`src/include/cpu_board_consts.svh`:
```
/* Address field values, mailbox pages and bus constants
   shared by the CPU board glue */
`ifndef CPU_BOARD_CONSTS_SVH
`define CPU_BOARD_CONSTS_SVH

// --------------------
// Bus values
// --------------------
`define CB_IDLE_BYTE        8'hFF    // Undriven data bus reads as all ones

// --------------------
// Address decode
// --------------------
`define CB_IO_REGION        2'b11    // A15:A14, C000-FFFF region
`define CB_VIDEO_REG_PREFIX 5'b11001 // A15:A11, C800 register page group

// Mailbox pages, compared with A10:A8 inside the C000-C7FF block
`define CB_MBOX_PAGE_A      3'd7     // CPU A mailbox at C700
`define CB_MBOX_PAGE_B      3'd0     // CPU B mailbox at C000

// --------------------
// Board size
// --------------------
`define CB_NUM_CPUS         2        // CPU A and CPU B

`endif

```
`src/rtl/cpu_board_pkg.sv`:
```
/* Bus, status and video strobe types for the CPU board glue */
`default_nettype none

package cpu_board_pkg;

    typedef logic [15:0] cpu_addr_t;   // Z80 address
    typedef logic [7:0]  cpu_data_t;   // Data byte
    typedef logic [11:0] video_addr_t; // Shared video address bus
    typedef logic [1:0]  rom_bank_t;   // ROM socket 0..2

    // One CPU's outputs onto the board
    typedef struct packed {
        cpu_addr_t addr;
        cpu_data_t dout;
        logic      mreq_n;
        logic      rd_n;
        logic      wr_n;
        logic      iorq_n;
    } cpu_bus_t;

    // What the board hands back to one CPU
    typedef struct packed {
        cpu_data_t din;       // Registered data-in
        logic      irq_n;     // VBL interrupt
        logic      nmi_n;     // Mailbox NMI
        logic      window_en; // Shared video window hit
        rom_bank_t rom_bank;
        logic      rom_cs;
    } cpu_status_t;

    // Video register write strobes, active low, pages 0-4, 6, 7
    typedef struct packed {
        logic msb_n;
        logic fsx_n;
        logic fsy_n;
        logic b1sx_n;
        logic b1sy_n;
        logic side_bank_n;
        logic back1_bank_n;
    } video_strobes_t;

endpackage

`default_nettype wire

```
`src/rtl/video_read_latch.sv`:
```
/* Read-side latches on the shared video data bus, one per CPU */
`timescale 1ns/1ps
`default_nettype none

module video_read_latch (
    input  wire                      clk,
    input  wire                      RESETn,
    input  wire cpu_board_pkg::cpu_data_t v_in,   // Shared video read bus
    input  wire                      rla,         // Load enable, CPU A side
    input  wire                      rlb,         // Load enable, CPU B side
    output cpu_board_pkg::cpu_data_t latched [2]
);

    logic [1:0] load; // Bit i loads latched[i]

    assign load = {rlb, rla};

    // Transparent while enabled, sampled on clk; holds otherwise
    always_ff @(posedge clk) begin
        if (!RESETn) begin
            for (int i = 0; i < 2; i++) begin
                latched[i] <= '0;
            end
        end else begin
            for (int i = 0; i < 2; i++) begin
                if (load[i]) begin
                    latched[i] <= v_in;
                end
            end
        end
    end

endmodule

`default_nettype wire

```
`src/rtl/cpu_bus_port.sv`:
```
/* Per-CPU address decode, registered data-in mux,
   VBL interrupt latch and mailbox strobes */
`timescale 1ns/1ps
`default_nettype none
`include "cpu_board_consts.svh"

module cpu_bus_port #(
    parameter logic [2:0] MBOX_PAGE = 3'd0 // A10:A8 of this CPU's mailbox
) (
    input  wire                          clk,
    input  wire                          RESETn,
    input  wire cpu_board_pkg::cpu_bus_t bus,
    input  wire cpu_board_pkg::cpu_data_t rom_rdata,
    input  wire cpu_board_pkg::cpu_data_t video_rdata, // From the read latch
    input  wire                          vbl,
    input  wire                          nmi_n,
    output cpu_board_pkg::cpu_status_t   status,
    output logic                         mbox_rd,
    output logic                         mbox_wr
);

    logic                     io_region;  // A15:A14 == 11
    logic                     rom_cs;
    logic                     window_en;
    logic                     mbox_sel;
    cpu_board_pkg::cpu_data_t din_q;
    logic                     vbl_q;      // VBL edge detect
    logic                     irq_n_q;

    // --------------------
    // Address decode
    // --------------------
    assign io_region = (bus.addr[15:14] == `CB_IO_REGION);
    assign rom_cs    = !bus.mreq_n && !io_region; // Sockets 0..2 below C000
    assign window_en = !bus.mreq_n && io_region && (bus.addr[13:11] != 3'b000);

    // Mailbox sits in the C000-C7FF block
    assign mbox_sel = io_region && (bus.addr[13:11] == 3'b000)
                      && (bus.addr[10:8] == MBOX_PAGE);
    assign mbox_rd  = mbox_sel && !bus.mreq_n && !bus.rd_n;
    assign mbox_wr  = mbox_sel && !bus.mreq_n && !bus.wr_n;

    // --------------------
    // Data-in and IRQ
    // --------------------
    always_ff @(posedge clk) begin
        if (!RESETn) begin
            din_q   <= '0;
            vbl_q   <= 1'b0;
            irq_n_q <= 1'b1;
        end else begin
            // Priority mux, ROM first
            if (rom_cs) begin
                din_q <= rom_rdata;
            end else if (mbox_rd) begin
                din_q <= `CB_IDLE_BYTE; // Mailbox read returns nothing
            end else if (!bus.rd_n && window_en) begin
                din_q <= video_rdata;
            end else begin
                din_q <= `CB_IDLE_BYTE;
            end

            vbl_q <= vbl;
            if (!bus.iorq_n) begin
                irq_n_q <= 1'b1;          // Acknowledge wins over a new edge
            end else if (vbl && !vbl_q) begin
                irq_n_q <= 1'b0;
            end
        end
    end

    always_comb begin
        status           = '0;
        status.din       = din_q;
        status.irq_n     = irq_n_q;
        status.nmi_n     = nmi_n;             // Straight from mailbox_nmi
        status.window_en = window_en;
        status.rom_bank  = bus.addr[15:14];
        status.rom_cs    = rom_cs;
    end

endmodule

`default_nettype wire

```
`src/rtl/mailbox_nmi.sv`:
```
/* Crossed NMI flip-flops between the two CPUs' mailboxes */
`timescale 1ns/1ps
`default_nettype none

module mailbox_nmi (
    input  wire  clk,
    input  wire  RESETn,
    input  wire  mbox_rd [2], // Mailbox read level per CPU
    input  wire  mbox_wr [2], // Mailbox write level per CPU
    output logic nmi_n   [2]
);

    logic rd_q [2]; // Previous read levels

    // End of a read by CPU 1-i triggers NMI on CPU i
    always_ff @(posedge clk) begin
        if (!RESETn) begin
            for (int i = 0; i < 2; i++) begin
                rd_q[i]  <= 1'b0;
                nmi_n[i] <= 1'b1;
            end
        end else begin
            for (int i = 0; i < 2; i++) begin
                rd_q[i] <= mbox_rd[i];
                if (mbox_wr[i]) begin
                    nmi_n[i] <= 1'b1;   // Own write acknowledges
                end else if (rd_q[1 - i] && !mbox_rd[1 - i]) begin
                    nmi_n[i] <= 1'b0;   // Other side's read just ended
                end
            end
        end
    end

endmodule

`default_nettype wire

```
`src/rtl/video_bus_mux.sv`:
```
/* Shared video address and write-data select,
   video register write strobe decode */
`timescale 1ns/1ps
`default_nettype none
`include "cpu_board_consts.svh"

module video_bus_mux (
    input  wire cpu_board_pkg::cpu_bus_t   bus_a,
    input  wire cpu_board_pkg::cpu_bus_t   bus_b,
    input  wire                            a_b,     // High selects CPU B
    input  wire                            wba,     // CPU A write enable, low active
    input  wire                            wbb,     // CPU B write enable, low active
    input  wire                            vdg,     // Strobe gate, low active
    output cpu_board_pkg::video_addr_t     va,
    output cpu_board_pkg::cpu_data_t       v_out,
    output cpu_board_pkg::video_strobes_t  strobes
);

    cpu_board_pkg::cpu_addr_t sel_addr; // Address of the CPU owning the bus
    logic                     reg_hit;

    assign sel_addr = a_b ? bus_b.addr : bus_a.addr;
    assign va       = sel_addr[11:0];

    // CPU A has priority on the write data
    assign v_out = !wba ? bus_a.dout :
                   !wbb ? bus_b.dout : `CB_IDLE_BYTE;

    assign reg_hit = !vdg && (sel_addr[15:11] == `CB_VIDEO_REG_PREFIX);

    // --------------------
    // C800-CF00 strobes
    // --------------------
    always_comb begin
        strobes = '1; // All idle high
        if (reg_hit) begin
            case (va[10:8])
                3'd0:    strobes.msb_n        = 1'b0;
                3'd1:    strobes.fsx_n        = 1'b0;
                3'd2:    strobes.fsy_n        = 1'b0;
                3'd3:    strobes.b1sx_n       = 1'b0;
                3'd4:    strobes.b1sy_n       = 1'b0;
                3'd6:    strobes.side_bank_n  = 1'b0;
                3'd7:    strobes.back1_bank_n = 1'b0;
                default: strobes = '1;          // CD00 unused
            endcase
        end
    end

endmodule

`default_nettype wire

```
`src/rtl/cpu_board_glue.sv`:
```
/* Top level of the two-CPU board glue: read latches,
   per-CPU bus ports, mailbox NMI and video bus mux */
`timescale 1ns/1ps
`default_nettype none
`include "cpu_board_consts.svh"

module cpu_board_glue (
    input  wire                                clk,
    input  wire                                RESETn,
    input  wire cpu_board_pkg::cpu_bus_t       cpu_bus   [`CB_NUM_CPUS], // 0 = A, 1 = B
    input  wire cpu_board_pkg::cpu_data_t      rom_rdata [`CB_NUM_CPUS],
    input  wire                                vbl,
    input  wire                                a_b,
    input  wire                                wba,
    input  wire                                wbb,
    input  wire                                vdg,
    input  wire                                rla,
    input  wire                                rlb,
    input  wire cpu_board_pkg::cpu_data_t      v_in,
    output cpu_board_pkg::cpu_status_t         status    [`CB_NUM_CPUS],
    output cpu_board_pkg::video_addr_t         va,
    output cpu_board_pkg::cpu_data_t          v_out,
    output cpu_board_pkg::video_strobes_t      strobes
);

    cpu_board_pkg::cpu_data_t latched [`CB_NUM_CPUS];
    logic                     mbox_rd [`CB_NUM_CPUS];
    logic                     mbox_wr [`CB_NUM_CPUS];
    logic                     nmi_n   [`CB_NUM_CPUS];

    video_read_latch video_read_latch_inst (
        .clk    (clk),
        .RESETn (RESETn),
        .v_in   (v_in),
        .rla    (rla),
        .rlb    (rlb),
        .latched(latched)
    );

    // One port per CPU, mailbox page by index
    for (genvar i = 0; i < `CB_NUM_CPUS; i++) begin : g_cpu
        cpu_bus_port #(
            .MBOX_PAGE((i == 0) ? `CB_MBOX_PAGE_A : `CB_MBOX_PAGE_B)
        ) cpu_bus_port_inst (
            .clk        (clk),
            .RESETn     (RESETn),
            .bus        (cpu_bus[i]),
            .rom_rdata  (rom_rdata[i]),
            .video_rdata(latched[i]),
            .vbl        (vbl),
            .nmi_n      (nmi_n[i]),
            .status     (status[i]),
            .mbox_rd    (mbox_rd[i]),
            .mbox_wr    (mbox_wr[i])
        );
    end

    mailbox_nmi mailbox_nmi_inst (
        .clk    (clk),
        .RESETn (RESETn),
        .mbox_rd(mbox_rd),
        .mbox_wr(mbox_wr),
        .nmi_n  (nmi_n)
    );

    video_bus_mux video_bus_mux_inst (
        .bus_a  (cpu_bus[0]),
        .bus_b  (cpu_bus[1]),
        .a_b    (a_b),
        .wba    (wba),
        .wbb    (wbb),
        .vdg    (vdg),
        .va     (va),
        .v_out  (v_out),
        .strobes(strobes)
    );

endmodule

`default_nettype wire

```
`config.mk`:
```
export PLATFORM = sky130hd
export DESIGN_NAME = cpu_board_glue
export DESIGN_NICKNAME = d
export VERILOG_FILES = /design/src/rtl/cpu_board_pkg.sv /design/src/rtl/video_read_latch.sv /design/src/rtl/cpu_bus_port.sv /design/src/rtl/mailbox_nmi.sv /design/src/rtl/video_bus_mux.sv /design/src/rtl/cpu_board_glue.sv
export VERILOG_INCLUDE_DIRS = /design/src /design/src/include
export SDC_FILE = /design/constraint.sdc
export NUM_CORES = 1
export LEC_CHECK = 0
export CORE_MARGIN = 4
export CORE_UTILIZATION = 33
export DETAILED_ROUTE_END_ITERATION = 10
export DONT_BUFFER_PORTS = 1
export GPL_ROUTABILITY_DRIVEN = 1
export SYNTH_ARGS = -nofsm -noshare
export SYNTH_HDL_FRONTEND = slang
export SYNTH_HIERARCHICAL = 1
export SYNTH_SLANG_ARGS = --single-unit
```
`constraint.sdc`:
```
create_clock -name clk -period 1.1 [get_ports clk]
set_input_delay 0.22 -clock clk [delete_from_list [all_inputs] [get_ports clk]]
set_output_delay 0.22 -clock clk [all_outputs]
set_load 0.02 [all_outputs]
```
; ---- After elaboration in Yosys (flattened, before gate mapping)
; Memories as Yosys holds them, arrays and structs flattened.
; Index checks and enable logic that the tools add are counted.
[classes]
addsub = 0
n_mul = 0
div_mod_pow = 0
magnitude_cmp = 0
eq_ne = 10
shift = 0
mux = 21
bitwise_logic = 3
n_reduce_logical = 44
[op_table]
columns = op, count
row1 = $mux W8, 8
row2 = $logic_and A1 B1 Y1, 22
row3 = $mux W16, 1
row4 = $eq A3 B3 Y1 const B, 4
row5 = $logic_not A1 Y1, 12
row6 = $logic_not A3 Y1, 4
row7 = $mux W1, 11
row8 = $mux W7, 1
row9 = $eq A3 B2 Y1 const B, 2
row10 = $reduce_bool A3 Y1, 2
row11 = $eq A5 B5 Y1 const B, 1
row12 = $eq A2 B2 Y1 const B, 2
row13 = $reduce_and A2 Y1, 2
row14 = $reduce_or A2 Y1, 2
row15 = $eq A3 B1 Y1 const B, 1
row16 = $or A1 B1 Y1, 2
row17 = $not A1 Y1, 1
[word_totals]
ff_bits = 37
latch_bits = 0
ram_bits = 2
romBits = 0
input_bits = 89
output_inout_bits = 55
elab_cells = 88
n_memories = 1
[mem_list]
columns = memory, words, word_bits, rd, rd_ports_with_merged_regs, wr, line
row1 = mailbox_nmi_inst.rd_q, 2, 1, 2, 0, 2, mailbox_nmi.sv:13  ; logic rd_q [2];

; ---- Depth between registers and ports, before layout
[logic_depth]
ltp_word = 7
depth_mapped = 5
depth_no_buf = 5

; ---- Hierarchy
; The synthesis kept the hierarchy.
[modules_own_cells]
columns = mod, instances, cells_per_inst, area_per_inst_um2, seq_area_each_um2
row1 = video_read_latch, 1, 51, 608.1, 320.3
row2 = cpu_bus_port (g_cpu[0].cpu_bus_port_inst), 1, 41, 435.4, 200.2
row3 = cpu_bus_port (g_cpu[1].cpu_bus_port_inst), 1, 41, 434.2, 200.2
row4 = video_bus_mux, 1, 48, 406.6, 0.0
row5 = mailbox_nmi, 1, 11, 128.9, 80.1

; ---- Worst setup path before layout
; OpenSTA, ideal clock, no wires.
[synth_path]
path_kind = input to output
start = in a_b
end = out strobes[1] (netlist bit)
arrival_time_ns = 1.043
t_required_ns = 0.880
slack_ns = -0.163
path_stages = 4
path_buffers = 1
path_cell_list = buf_6 mux2_4 o211a_4 nand3_1
[synth_lines]
columns = element, line
row1 = start: declaration, cpu_board_glue.sv:13  ; input wire a_b,
row2 = end: declaration, cpu_board_glue.sv:23  ; output cpu_board_pkg::video_strobes_t strobes

==> flow_summary.toml <==
[finish]
seq_area_um2 = 801
multiInputGateArea_um2 = 1140
fillCellCount = 566
drive_gt1_frac = 0.232
synthToLayoutAreaGrowth_pct = 13.1
layout.cells.most_common_list = "40 x dfxtp_1, 16 x o221a_1, 16 x mux2i_1, 16 x nor2b_1, 8 x buf_4"
final_nets = 274
antenna_cells_inserted = 0
layout_commonest_cell = "dfxtp_1"

[sta]
fin_ws_ns = -0.210
worst_pin_slew_ns = 0.515
setup_total_negative_slack_ns = -1.30
hold-worst-slack_ns = 0.0105
rsz0062_at_grt = "true"
worst_slew_margin_rel = 0.657
final_max_slew_viol_count = 0
timing.clock.skew_ns = 0.00426
finalSetupViolations = 7
fmaxAchievable_mhz = 764
report.final.hold_viol_count = 0
layout_min_cycle_time_ns = 1.31
fin_crit_sh = 1.19

[global_routing]
antenna_found_initial = 0
grt_pass1_wl_mm = 7.18
grt_pass1_vias = 1384
grtUsageTotal = 0.122
grt_overflow = 0
grt_start_max_net_pins = 40

[yosys]
synthDominantCellAreaShare = 0.398
netlist.top_cell.by_area = "dfxtp_1"
top_reg_cell_synth = "dfxtp_1"
synthTopCellsByArea = "dfxtp_1 40%, o221a_1 8.9%, mux2i_1 8.0%, nor2b_1 5.0%, buf_4 4.5%"
syn-instance-count = 192
synthArstFlopShare = 0
post_syn_nets = 281
seq_area_frac_synth = 0.398
postSynthRegisterBits = 40
netlist-cell-type-count = 36
yosysWarningCount = 6
synth-edff-count = 0
syn-cell-area_um2 = 2010
syn_avg_cell_area_um2 = 10.5

[routing]
post_drt_wl_per_cell_um = 17.9
route.detailed.drc = 0
final_antenna_net_count = 0
first_pass_iters = 4
num_vias = 1395
drt_iter0_drc = 62
routed_via_density = 5.37
wirelength_mm = 4.64

[placed_design]
pre_cts_slack_ns = -0.263
hpwl_mm = 3.74
globalplace.congestion = 0.727
io_buffers = 0

[floorplan]
ios = 144
dieWidth_um = 86.1
floorplan.core_area_um2 = 5920
die_y_um = 86.1
initial_utilization = 0.340
area_of_the_die_um2 = 7410
num_rows = 28

[clock_network]
cts-root-to-sink-buffers = 2
clock_tree_sinks = 40
numCtsBuffers = 5
clock_tree.root_cell = "clkbuf_8"
cts_max_level = 2
clock_insertion_delay_worst_skew_ns = 0.28
cts_tree = "built"
post_cts.repair.setup_buffers = 0
worst_setup_hold_path_clk_slew_ns = 0.08

[critical_path]
data_arrival_at_the_endpoint_of_the_critical_path_ns = 1.09
worst_setup_path_end_kind = "primary output"
category_of_the_most_critical_setup_path = "primary input to primary output"
cp_max_fo = 4
critical_path_required_ns = 0.88
critPathLaunchType = "primary input"

[pwr]
powerDensity_nw_per_um2 = 1520
ir_worst_vdd_mv = 0.971
p_leak_nw = 0.852

[worst_hold_path]
worstHoldPathType = "primary input to register"

[job]
cap_violations = 0

[outcome]
outcome = "finished, violations left"
failing_checks = "setup timing"
[final cells by class]
cell class / count / area share
clock inverters: 2 / 0.0264
repair buffers: 10 / 0.0352
clock buffers: 5 / 0.0302
inverters: 8 / 0.0132
flip-flops and latches: 40 / 0.352
well taps: 75 / 0.0412
multi-input cells: 120 / 0.502
[sequential cells by signal (all words and copies together) (netlist names)]
| signal | cells |
|---|---|
| g_cpu.cpu_bus_port_inst/irq_n_q | 2 |
| mailbox_nmi_inst/rd_q | 2 |
| video_read_latch_inst/latched | 16 |
| g_cpu.cpu_bus_port_inst/vbl_q | 2 |
| mailbox_nmi_inst/nmi_n | 2 |
| g_cpu.cpu_bus_port_inst/din_q | 16 |
[cell families (layout without fill, tap and decap cells)]
| kind of cell | after synthesis | count (layout) | share of synthesized area |
|---|---|---|---|
| mux | 27 | 27 | 0.145 |
| flops | 40 | 40 | 0.398 |
| compound gates | 34 | 34 | 0.170 |
| buf+inv | 32 | 25 | 0.106 |
| simple gates | 59 | 59 | 0.181 |
[final timing paths]
kind,from,to,slack [ns],cells after the start
worst max-delay path,cpu_bus[53],strobes[0],-0.21,3
worst min-delay path,RESETn,g_cpu[0].cpu_bus_port_inst/irq_n_q,0.01,1
worst min register to register,g_cpu[1].cpu_bus_port_inst/vbl_q,g_cpu[1].cpu_bus_port_inst/irq_n_q,0.47,2
worst max register to register,mailbox_nmi_inst/nmi_n[0],mailbox_nmi_inst/nmi_n[0],0.33,1
[cells in the mapped netlist, drive strengths merged, types with 2 or more instances]
master / instances
buf: 20
nor3: 5
nand2: 4
and2: 4
mux2i: 16
o22a: 7
nand4bb: 3
mux2: 11
o221a: 16
nor2: 7
a211o: 2
a21oi: 2
or4: 2
o21ai: 2
nor2b: 16
inv: 8
clkbuf: 4
nand3: 8
or2b: 2
nand2b: 4
dfxtp: 40
[what timing repair did]
item / 4_1_cts / 5_1_grt
hold endpoints to repair: 2 / 0
resized for setup: 8 / 2
endpoints found under the setup margin: 7 / 9
hold buffers: 2 / 0
pin swaps: 2 / 1
[critical path, stage by stage]
cell and delay, ns:
nand4bb_1 0.30, a21boi_4 0.38, nand4_4 0.18
[layer usage]
| layer | GRT usage | vias up | wire [µm] |
|---|---|---|---|
| met5 | 0 | - | 0 |
| met4 | 0.0345 | 0 | 63 |
| met3 | 0.0701 | 7 | 671 |
| met2 | 0.204 | 86 | 2250 |
| met1 | 0.131 | 633 | 1660 |
| li1 | - | 669 | - |
[report_power, final]
group | internal (W) | leakage [nW] | switching (W)
combinational | 0.000211 | 0.456 | 0.000232
clock | 0.000893 | 0.0642 | 0.000493
sequential | 0.00154 | 0.332 | 0.0000959
[metrics by stage]
| step | utilization | total power (W) | cell area (µm²) | std cells |
|---|---|---|---|---|
| 5_1_grt | 0.385 | 0.00361 | 2280 | 260 |
| 2_1_floorplan | - | 0.00211 | 2100 | 192 |
| 3_5_place_dp | 0.349 | 0.00209 | 2070 | 251 |
| 3_3_place_gp | 0.349 | 0.00208 | 2070 | 251 |
| 6_report | 0.385 | 0.00346 | 2280 | 260 |
| 4_1_cts | 0.385 | 0.00351 | 2280 | 260 |
Note: power is estimated with default switching activity, not from simulation.
